`src/hw/ahb_apb_pkg.sv`:
```
/*
 * AHB-Lite to APB bridge package
 * bus widths, response codes and the enums shared by the bridge controllers
 */

`default_nettype none

package ahb_apb_pkg;

    // ========================================
    // bus widths
    // ========================================
    localparam int ADDR_W = 16;         // AHB and APB address width
    localparam int DATA_W = 32;         // AHB and APB data width
    localparam int STRB_W = DATA_W / 8; // byte lanes, one PSTRB bit each

    // ========================================
    // AHB response codes
    // ========================================
    localparam logic HRESP_OKAY  = 1'b0;
    localparam logic HRESP_ERROR = 1'b1;

    // ========================================
    // bus encodings
    // ========================================

    // HTRANS, only NONSEQ and SEQ move data
    typedef enum logic [1:0] {
        HTRANS_IDLE   = 2'b00,
        HTRANS_BUSY   = 2'b01,  // master inserts a gap in a burst
        HTRANS_NONSEQ = 2'b10,  // first beat or single transfer
        HTRANS_SEQ    = 2'b11   // following beat of a burst
    } htrans_t;

    // HSIZE up to the APB data width
    typedef enum logic [2:0] {
        HSIZE_BYTE  = 3'b000,   // 8 bit
        HSIZE_HWORD = 3'b001,   // 16 bit
        HSIZE_WORD  = 3'b010    // 32 bit, full bus
    } hsize_t;

    // ========================================
    // controller states
    // ========================================

    // AHB slave side
    typedef enum logic [1:0] {
        AHB_IDLE  = 2'b00,  // zero-wait OKAY, watching for an address phase
        AHB_DATA  = 2'b01,  // data phase, hwdata valid on the bus
        AHB_WAIT  = 2'b10,  // request posted, waiting for the APB response
        AHB_ERROR = 2'b11   // second cycle of the ERROR response
    } ahb_state_t;

    // APB master side
    typedef enum logic [1:0] {
        APB_IDLE   = 2'b00, // psel low, ready for a request
        APB_SETUP  = 2'b01, // psel high, penable low
        APB_ACCESS = 2'b10  // psel and penable high until pready
    } apb_state_t;

endpackage

`default_nettype wire

```
`src/hw/ahb_slave_ctrl.sv`:
```
/*
 * AHB-Lite slave side of the bridge
 * captures address and write data, posts one request to the APB side and
 * holds HREADYOUT low until the response, with the two-cycle ERROR response
 */

`timescale 1ns/1ps
`default_nettype none

module ahb_slave_ctrl (
    input  wire logic                             HCLK,
    input  wire logic                             PRESETn,
    // AHB-Lite slave port
    input  wire logic                             hsel,
    input  wire logic [ahb_apb_pkg::ADDR_W-1:0]   haddr,
    input  wire ahb_apb_pkg::htrans_t             htrans,
    input  wire logic                             hwrite,
    input  wire ahb_apb_pkg::hsize_t              hsize,
    input  wire logic [3:0]                       hprot,
    input  wire logic [ahb_apb_pkg::DATA_W-1:0]   hwdata,
    input  wire logic                             hready,
    output logic                                  hreadyout,
    output logic                                  hresp,
    output logic [ahb_apb_pkg::DATA_W-1:0]        hrdata,
    // request channel to the APB side
    output logic                                  req_valid,
    output logic [ahb_apb_pkg::ADDR_W-1:0]        req_addr,
    output logic                                  req_write,
    output logic [ahb_apb_pkg::DATA_W-1:0]        req_wdata,
    output ahb_apb_pkg::hsize_t                   req_size,
    output logic [2:0]                            req_prot,
    input  wire logic                             req_ready,
    // response channel from the APB side
    input  wire logic                             rsp_valid,
    input  wire logic [ahb_apb_pkg::DATA_W-1:0]   rsp_rdata,
    input  wire logic                             rsp_slverr
);

    import ahb_apb_pkg::*;

    ahb_state_t  state;
    logic        xfer_start;    // selected NONSEQ/SEQ address phase
    logic [2:0]  prot_map;      // HPROT recoded as PPROT

    // ========================================
    // address phase decode
    // ========================================

    // IDLE and BUSY take the zero-wait OKAY path
    assign xfer_start = hsel && hready &&
                        ((htrans == HTRANS_NONSEQ) || (htrans == HTRANS_SEQ));

    // pprot[0] privileged from HPROT[1]
    // pprot[1] nonsecure, always secure here
    // pprot[2] instruction when the HPROT data bit is clear
    assign prot_map = {~hprot[0], 1'b0, hprot[1]};

    // ========================================
    // control state machine
    // ========================================
    always_ff @(posedge HCLK or negedge PRESETn)
    begin
        if (!PRESETn)
        begin
            state     <= AHB_IDLE;
            hreadyout <= 1'b1;
            hresp     <= HRESP_OKAY;
            req_valid <= 1'b0;
        end
        else
        begin
            case (state)
                AHB_IDLE:
                begin
                    hresp <= HRESP_OKAY;        // ends the second error cycle
                    if (xfer_start)
                    begin
                        hreadyout <= 1'b0;      // stall the data phase
                        state     <= AHB_DATA;
                    end
                    else
                    begin
                        hreadyout <= 1'b1;
                    end
                end

                AHB_DATA:
                begin
                    req_valid <= 1'b1;          // payload complete with hwdata
                    state     <= AHB_WAIT;
                end

                AHB_WAIT:
                begin
                    if (req_valid && req_ready)
                        req_valid <= 1'b0;      // taken by the APB side

                    if (rsp_valid)
                    begin
                        if (rsp_slverr)
                        begin
                            // first error cycle keeps hreadyout low
                            hresp <= HRESP_ERROR;
                            state <= AHB_ERROR;
                        end
                        else
                        begin
                            hreadyout <= 1'b1;  // OKAY, data on hrdata
                            state     <= AHB_IDLE;
                        end
                    end
                end

                AHB_ERROR:
                begin
                    hreadyout <= 1'b1;          // second cycle, hresp still ERROR
                    state     <= AHB_IDLE;
                end

                default: state <= AHB_IDLE;
            endcase
        end
    end

    // ========================================
    // payload registers
    // ========================================
    always_ff @(posedge HCLK)
    begin
        if ((state == AHB_IDLE) && xfer_start)
        begin
            req_addr  <= haddr;
            req_write <= hwrite;
            req_size  <= hsize;
            req_prot  <= prot_map;
        end

        // hwdata is valid one cycle after the address phase
        if ((state == AHB_DATA) && req_write)
            req_wdata <= hwdata;

        // read data only on OKAY
        if ((state == AHB_WAIT) && rsp_valid)
            hrdata <= rsp_slverr ? '0 : rsp_rdata;
    end

endmodule

`default_nettype wire

```
`src/hw/apb_master_ctrl.sv`:
```
/*
 * APB master side of the bridge
 * runs the setup and access phases for one request at a time and
 * builds PSTRB and PPROT from the request payload
 */

`timescale 1ns/1ps
`default_nettype none

module apb_master_ctrl (
    input  wire logic                             HCLK,
    input  wire logic                             PRESETn,
    // request channel from the AHB side
    input  wire logic                             req_valid,
    input  wire logic [ahb_apb_pkg::ADDR_W-1:0]   req_addr,
    input  wire logic                             req_write,
    input  wire logic [ahb_apb_pkg::DATA_W-1:0]   req_wdata,
    input  wire ahb_apb_pkg::hsize_t              req_size,
    input  wire logic [2:0]                       req_prot,
    output logic                                  req_ready,
    // response channel to the AHB side
    output logic                                  rsp_valid,
    output logic [ahb_apb_pkg::DATA_W-1:0]        rsp_rdata,
    output logic                                  rsp_slverr,
    // APB master port
    output logic                                  psel,
    output logic                                  penable,
    output logic                                  pwrite,
    output logic [ahb_apb_pkg::ADDR_W-1:0]        paddr,
    output logic [ahb_apb_pkg::DATA_W-1:0]        pwdata,
    output logic [ahb_apb_pkg::STRB_W-1:0]        pstrb,
    output logic [2:0]                            pprot,
    input  wire logic [ahb_apb_pkg::DATA_W-1:0]   prdata,
    input  wire logic                             pready,
    input  wire logic                             pslverr
);

    import ahb_apb_pkg::*;

    apb_state_t  state;
    logic        req_take;          // handshake on this edge
    logic        access_done;       // access phase completes on this edge

    // ========================================
    // byte lane mask for an aligned transfer
    // ========================================
    function automatic logic [STRB_W-1:0] lane_mask(input hsize_t size);
        logic [STRB_W-1:0] mask;
        case (size)
            HSIZE_BYTE:  mask = 4'b0001;
            HSIZE_HWORD: mask = 4'b0011;
            HSIZE_WORD:  mask = 4'b1111;
            default:     mask = 4'b1111;    // wider sizes not supported
        endcase
        return mask;
    endfunction

    assign req_ready   = (state == APB_IDLE);   // one transfer in flight
    assign req_take    = req_valid && req_ready;
    assign access_done = (state == APB_ACCESS) && pready;

    // ========================================
    // setup/access state machine
    // ========================================
    always_ff @(posedge HCLK or negedge PRESETn)
    begin
        if (!PRESETn)
        begin
            state     <= APB_IDLE;
            psel      <= 1'b0;
            penable   <= 1'b0;
            rsp_valid <= 1'b0;
        end
        else
        begin
            rsp_valid <= 1'b0;                  // single-cycle pulse

            case (state)
                APB_IDLE:
                    if (req_take)
                    begin
                        psel    <= 1'b1;        // setup cycle
                        penable <= 1'b0;
                        state   <= APB_SETUP;
                    end

                APB_SETUP:
                begin
                    penable <= 1'b1;
                    state   <= APB_ACCESS;
                end

                APB_ACCESS:
                    if (pready)                 // otherwise hold everything
                    begin
                        psel      <= 1'b0;
                        penable   <= 1'b0;
                        rsp_valid <= 1'b1;
                        state     <= APB_IDLE;
                    end

                default: state <= APB_IDLE;
            endcase
        end
    end

    // ========================================
    // APB payload and response data
    // ========================================
    always_ff @(posedge HCLK)
    begin
        if (req_take)
        begin
            paddr  <= req_addr;
            pwrite <= req_write;
            pwdata <= req_wdata;
            pprot  <= req_prot;
            // lanes follow the low address bits, none on reads
            pstrb  <= req_write ? (lane_mask(req_size) << req_addr[1:0]) : '0;
        end

        if (access_done)
        begin
            rsp_rdata  <= prdata;
            rsp_slverr <= pslverr;
        end
    end

endmodule

`default_nettype wire

```
`src/hw/ahb_apb_bridge.sv`:
```
/*
 * AHB-Lite to APB bridge, top level
 * AHB slave side and APB master side joined by a request/response channel
 */

`timescale 1ns/1ps
`default_nettype none

module ahb_apb_bridge (
    input  wire logic                             HCLK,
    input  wire logic                             PRESETn,
    // AHB-Lite slave port
    input  wire logic                             hsel,
    input  wire logic [ahb_apb_pkg::ADDR_W-1:0]   haddr,
    input  wire ahb_apb_pkg::htrans_t             htrans,
    input  wire logic                             hwrite,
    input  wire ahb_apb_pkg::hsize_t              hsize,
    input  wire logic [3:0]                       hprot,
    input  wire logic [ahb_apb_pkg::DATA_W-1:0]   hwdata,
    input  wire logic                             hready,
    output logic                                  hreadyout,
    output logic                                  hresp,
    output logic [ahb_apb_pkg::DATA_W-1:0]        hrdata,
    // APB master port
    output logic                                  psel,
    output logic                                  penable,
    output logic                                  pwrite,
    output logic [ahb_apb_pkg::ADDR_W-1:0]        paddr,
    output logic [ahb_apb_pkg::DATA_W-1:0]        pwdata,
    output logic [ahb_apb_pkg::STRB_W-1:0]        pstrb,
    output logic [2:0]                            pprot,
    input  wire logic [ahb_apb_pkg::DATA_W-1:0]   prdata,
    input  wire logic                             pready,
    input  wire logic                             pslverr
);

    import ahb_apb_pkg::*;

    // request channel
    logic                req_valid;
    logic [ADDR_W-1:0]   req_addr;
    logic                req_write;
    logic [DATA_W-1:0]   req_wdata;
    hsize_t              req_size;
    logic [2:0]          req_prot;      // already in PPROT encoding
    logic                req_ready;

    // response channel, no ready needed
    logic                rsp_valid;
    logic [DATA_W-1:0]   rsp_rdata;
    logic                rsp_slverr;

    ahb_slave_ctrl ahb_i (
        .HCLK       (HCLK),
        .PRESETn    (PRESETn),
        .hsel       (hsel),
        .haddr      (haddr),
        .htrans     (htrans),
        .hwrite     (hwrite),
        .hsize      (hsize),
        .hprot      (hprot),
        .hwdata     (hwdata),
        .hready     (hready),
        .hreadyout  (hreadyout),
        .hresp      (hresp),
        .hrdata     (hrdata),
        .req_valid  (req_valid),
        .req_addr   (req_addr),
        .req_write  (req_write),
        .req_wdata  (req_wdata),
        .req_size   (req_size),
        .req_prot   (req_prot),
        .req_ready  (req_ready),
        .rsp_valid  (rsp_valid),
        .rsp_rdata  (rsp_rdata),
        .rsp_slverr (rsp_slverr)
    );

    apb_master_ctrl apb_i (
        .HCLK       (HCLK),
        .PRESETn    (PRESETn),
        .req_valid  (req_valid),
        .req_addr   (req_addr),
        .req_write  (req_write),
        .req_wdata  (req_wdata),
        .req_size   (req_size),
        .req_prot   (req_prot),
        .req_ready  (req_ready),
        .rsp_valid  (rsp_valid),
        .rsp_rdata  (rsp_rdata),
        .rsp_slverr (rsp_slverr),
        .psel       (psel),
        .penable    (penable),
        .pwrite     (pwrite),
        .paddr      (paddr),
        .pwdata     (pwdata),
        .pstrb      (pstrb),
        .pprot      (pprot),
        .prdata     (prdata),
        .pready     (pready),
        .pslverr    (pslverr)
    );

endmodule

`default_nettype wire

```
`config.mk`:
```
export PLATFORM = sky130hd
export DESIGN_NAME = ahb_apb_bridge
export DESIGN_NICKNAME = d
export VERILOG_FILES = /design/src/hw/ahb_apb_pkg.sv /design/src/hw/ahb_slave_ctrl.sv /design/src/hw/apb_master_ctrl.sv /design/src/hw/ahb_apb_bridge.sv
export SDC_FILE = /design/constraint.sdc
export NUM_CORES = 1
export LEC_CHECK = 0
export BUFFER_PORTS_ARGS = -buffer_cell sky130_fd_sc_hd__buf_4
export CORE_MARGIN = 2
export CORE_UTILIZATION = 45
export CTS_CLUSTER_SIZE = 14
export DETAILED_ROUTE_END_ITERATION = 12
export PLACE_DENSITY_LB_ADDON = 0.15
export SYNTH_ARGS = -nofsm -noshare
export SYNTH_HDL_FRONTEND = slang
export SYNTH_HIERARCHICAL = 1
export SYNTH_SLANG_ARGS = --single-unit
```
`constraint.sdc`:
```
create_clock -name HCLK -period 2.5 [get_ports HCLK]
set_input_delay 0 -clock HCLK [delete_from_list [all_inputs] [get_ports HCLK]]
set_output_delay 0 -clock HCLK [all_outputs]
set_load 0.05 [all_outputs]
```
======== Word level (Yosys, flattened, before mapping) ========
Cells that the tools add are included.
word-level totals
  register bits ........................... 184
  input port bits ......................... 96
  output and inout port bits .............. 92
  logic and storage cells ................. 85
cells by class
  eq/ne operators ......................... 15
  shift operators ......................... 1
  multiplexer cells ....................... 24
  bitwise gates (word level) .............. 1
  reduce and logical (&&, ||, !) cells .... 23
operators with widths
  kind                number
  $reduce_and 3->1    4
  $eq 2x2->1 const B  5
  $mux 1              10
  $mux 2              5
  $ne 2x1->1 const B  4
  $pmux 2 s4          1
  $pmux 4 s2          1
  $logic_and 1x1->1   7
  $ne 2x2->1 const B  3
  $pmux 1 s2          3
  $pmux 1 s3          2
  $pmux 2 s3          1
  $reduce_and 2->1    3
  $reduce_bool 2->1   3
  $reduce_bool 3->1   2
  $eq 2x1->1 const B  2
  $logic_not 2->1     2
  $mux 4              1
  $shl 4x2->4         1
  $eq 3x1->1 const B  1
  $logic_not 3->1     1
  $logic_or 1x1->1    1
  $not 1->1           1

======== Logic depth before layout (Yosys ltp) ========
  depth in word-level cells ............... 5
  gate-level depth with buffers ........... 4
  gate-level depth less buffers ........... 4

======== Modules after synthesis ========
The synthesis kept the hierarchy.
modules (own cells, without submodules)
  module           times used  cells an instance  area an instance (um2)  seq. area each (um2)
  ahb_slave_ctrl   1           150                3060.4                  2708.8
  apb_master_ctrl  1           121                2939.1                  2797.7

======== Worst setup path after synthesis ========
Ideal clock, no wire load.
  path kind ............................... reg-to-reg
  start point ............................. register apb_i.state[1]
  end point ............................... register apb_i/paddr[0] (netlist bit), enable pin
  setup time .............................. 420 ps
  arrival ................................. 1897 ps
  data required time ...................... 2080 ps
  path slack .............................. 183 ps
  stages on the path, launching flop included .. 3
  path buffers ............................ 0
  clock period less this slack ............ 2317 ps
  cells stage by stage .................... dfrtp_1 > nor2_1 > and2_1
on the way
  word-level cells in the longest chain between the ends .. 2
ends and longest elaborated chain
  element                 RTL line                source
  start, declared         apb_master_ctrl.sv:40   apb_state_t state;
  start signal, assigned  apb_master_ctrl.sv:69   state <= APB_IDLE;
  start signal, assigned  apb_master_ctrl.sv:84   state <= APB_SETUP;
  start signal, assigned  apb_master_ctrl.sv:90   state <= APB_ACCESS;
  $logic_not 2->1         apb_master_ctrl.sv:58   assign req_ready = (state == APB_IDLE);
  net req_ready           ahb_apb_bridge.sv:46    logic req_ready;
  $logic_and 1x1->1       apb_master_ctrl.sv:59   assign req_take = req_valid && req_ready;
  net apb_i.req_take      apb_master_ctrl.sv:41   logic req_take;
  end signal, assigned    apb_master_ctrl.sv:114  paddr <= req_addr;
  end, declared           apb_master_ctrl.sv:29   output logic [ahb_apb_pkg::ADDR_W-1:0] paddr,
The timed path passes the listed nets, and every way through them passes these cells.
A chain may end at the register's enable or synchronous reset.

======== Final worst setup path ========
  start point ............................. register ahb_i.state[0]
  end point ............................... register ahb_i.state[0]
on the way
  word-level cells in the longest chain between the ends .. 3
  elaborated cells on any way between the ends .. 8
  those cells by class .................... eq/ne: 5; mux: 1; reduce/logical: 2
ends and longest elaborated chain
  element                                               RTL line              source
  start, declared                                       ahb_slave_ctrl.sv:41  ahb_state_t state;
  start signal, assigned                                ahb_slave_ctrl.sv:65  state <= AHB_IDLE;
  start signal, assigned                                ahb_slave_ctrl.sv:79  state <= AHB_DATA;
  start signal, assigned                                ahb_slave_ctrl.sv:90  state <= AHB_WAIT;
  $eq 2x2->1 / $logic_not 2->1 (equally long branches)  ahb_slave_ctrl.sv:72  case (state)
  $ne 2x1->1 (no source line)                           n/a
  $reduce_and 2->1 (no source line)                     n/a
Several ways; a longest one is shown, not always the timed one.

==> summary.txt <==
Run status
  – Status: completed

Setup path
  – FF-to-FF Start: ahb_i/state[0]
  – CP Class: reg2reg
  – WP data arrival: 1930 ps
  – Reg2reg end: ahb_i/state[0]
  – CP startpoint kind: register
  – Critical path peak fanout: 5
  – CP cell instances: nor2_1 > nand4_1 > dlygate4sd3_1 > a22oi_1
  – Crit-path max cell delay: 600 ps
  – Critical Path Slowest Stage Cell: dlygate4sd3_1
  – Family with the most delay on the worst path: buffers and inverters
  – Worst Path Buf+Inv: 1
  – Worst EP required: approximately 2800 ps
  – Crit. End Element: register
  – R2R cell count: 4
  – Register-to-register setup slack: between 900 and 1000 ps

Yosys
  – Synth Flop Type: edfxtp_1
  – Cell taking the most area after synthesis: edfxtp_1
  – Number of flops mapped to enable cells by yosys: between 150 and 200
  – Top cell type's share of synthesized area: between 80 and 90%
  – Gate Count Post-Synth: 271
  – Count of different cell masters after synthesis: 25
  – Syn nets: about 370
  – Largest family of logic cells by synthesized area: simple AND/OR/NAND/NOR gates
  – Synth area leaders: edfxtp_1 (88%), dfrtp_1 (3.8%), nor2b_1 (3.0%), a21oi_1 (0.50%), and2b_1 (0.50%)
  – Mux cell area share after synthesis: 0%
  – Post-synth top cells: edfxtp_1 (175), nor2b_1 (29), dfrtp_1 (9)
  – Seq/Total Area, Yosys: around nine tenths
  – Post-Synth Adder-Cell Area: 0%
  – Syn Area/Cell: approximately 22 um^2
  – Synth Cell Area: approximately 6000 um^2
  – Top-count cell post-synth: edfxtp_1
  – Ys async rst share: about 5.4%
  – Compound-Gate Fraction of Synth Area: roughly 1.7%
  – Yosys warns: 6
  – Flops & latches, synth: around 190
  – Post-Synth Simple-Gate Area: under 10%
  – XOR/XNOR Fraction of Synth Area: 0%

Clock tree
  – Post-CTS Setup Inserts: 0
  – Root Buffer: clkbuf_16
  – Clock latency on the worst-skew pair: 420 ps
  – PostCTS Resize Cnt: 0
  – CTS buffer count: 17
  – Sinks on Clock Net: ~190
  – H-tree Lvls: 4
  – Clock Path Buffers: 2
  – CTS tree: done
  – Worst-path clk slew: roughly 60 ps

Placement
  – GPL Wtd Cong: roughly 0.74
  – Placed cells: around 630
  – Hpwl dp: approximately 6900 um
  – Port Buf Inserts: between 150 and 200
  – Post-DP Area: about 7600 um^2
  – Pre-CTS setup slack: about 1000 ps

STA
  – Worst slew margin: between 50% and 60%
  – Clock skew after layout: roughly 5.2 ps
  – Least-Margin Pin Slew: 624 ps
  – Max Slew Vio Count: 0
  – Worst setup slack after layout: around 900 ps
  – Final TNS setup: 0 ps
  – RSZ-0062 raised after global routing: false
  – Hold Vio Cnt, Final: 0
  – Count of final setup violators: 0
  – Final worst path period share: a little under two thirds
  – Fin crit period: roughly 1600 ps
  – Max Fclk: around 0.63 GHz

Route
  – Drt pass-1 iters: 4
  – Vias per Instance: between 4 and 5
  – Routed Antenna Nets: 0
  – 1st-iter DRT viols: 254
  – Via count: between 3000 and 4000
  – Total wire length: approximately 11000 um
  – Routed WL per cell: between 10 and 15 um
  – Post-route DRC violation count: 0

Die
  – Starting density of the core: a little under half
  – Full die area: around 14000 um^2
  – Placeable Area: approximately 13000 um^2
  – Die Wd: ~120 um
  – Die Ht: approximately 120 um
  – Ports: around 190
  – Row cnt: 42

Cells and area
  – Antenna cell count: 0
  – Synthesis-to-layout area growth: 51.6%
  – # nets final: 664
  – Post-route cell area: between 9000 and 10000 um^2
  – Finished Layout Cells: approximately 760
  – Ratio of cells with drive above 1 in the final layout: 38.4%

Hold path
  – HP Class: in2async

GRT
  – Initial antenna violation count: 0
  – Gr ovfl total: 0
  – First-pass GRT wire length: approximately 17000 um
  – Vias in the first global route: between 3000 and 4000
  – Largest net degree at the start of global routing: 57
  – Overall global routing resource usage: between 15 and 20%

Pwr
  – LEAKAGE: around 3.5 nW
  – Peak supply drop: around 600 uV
  – PD cells: around 930 nW/um^2

Job
  – Max Cap Viol: 0
## report_power, final
group          total, W  internal, W  switching, W
clock           0.00243      0.00136       0.00107
sequential      0.00412      0.00396      0.000162
combinational   0.00188     0.000605       0.00128
total           0.00843      0.00593       0.00250
## routing by layer
layer	GRT usage, %	up-vias	part of all wire, %
met1	19.9	1592	41
met4	9.12	0	3.1
met2	26.7	138	50
li1	-	1607	-
met5	0	-	0
met3	5.12	26	6.5
## worst max path at each step
stage / endpoint / from / slack, ps / depth (start not counted)
after floorplan: apb_i/paddr[0] / apb_i/state[1] / 180 / 2
after global placement: ahb_i/hrdata[8] / ahb_i/state[1] / 1020 / 3
after detailed placement: ahb_i/hrdata[8] / ahb_i/state[1] / 980 / 3
after CTS: ahb_i/state[0] / ahb_i/state[0] / 900 / 4
after global routing: ahb_i/state[0] / ahb_i/state[0] / 760 / 4
final: ahb_i/state[0] / ahb_i/state[0] / 900 / 4
## cells in the final DEF (no fill, tap or decap), types with 3 or more instances in the layout
cell / n
clkbuf_16: 17
edfxtp_1: 175
buf_4: 189
clkbuf_1: 3
and2b_1: 4
and2_1: 3
nor2_1: 7
o21ai_0: 3
nor2b_1: 29
nand2_1: 6
clkinv_2: 4
clkinvlp_4: 3
inv_1: 8
nand2b_1: 4
dfrtp_1: 9
a21oi_1: 6
dlygate4sd3_1: 92
## layout make-up
type	instances	area, um^2
multi-input combinational	74	442
clock buffer	20	437
sequential	185	5510
tap	176	220
inverter	8	30.0
timing repair buffer	282	2360
fill	871	4040
clock inverter	12	103
## sequential cells by signal, indices dropped and copies added (netlist names), 2 cells and up
name and flops:
ahb_i/hrdata 32, ahb_i/req_wdata 32, apb_i/pwdata 32, apb_i/rsp_rdata 32, ahb_i/req_addr 16, apb_i/paddr 16
apb_i/pstrb 4, ahb_i/req_size 3, apb_i/pprot 3, ahb_i/req_prot 2, ahb_i/state 2, apb_i/state 2
## through the flow
stage	hold WS (ps)	total power, W	util (%)
finish	56.2	0.00843	69.2
detailed placement	-163	0.00595	58.1
global route	73.0	0.00875	69.2
global placement	-169	0.00592	58.1
floorplan	-296	0.00532	-
CTS	41.0	0.00850	69.2
## cells by family (layout without fill, tap and decap cells)
| family | Yosys count | in the layout |
|---|---|---|
| AOI/OAI and AO/OA | 15 | 15 |
| buffers and inverters | 12 | 322 |
| and+or+nand+nor | 58 | 58 |
| other | 1 | 1 |
| DFF | 185 | 185 |
## repair_timing
item / 4_1_cts / 5_1_grt
hold buffers: 92 / 0
setup endpoints to repair: 0 / 0
hold endpoints to repair: 102 / 0
Note: power is estimated with default switching activity, not from simulation.
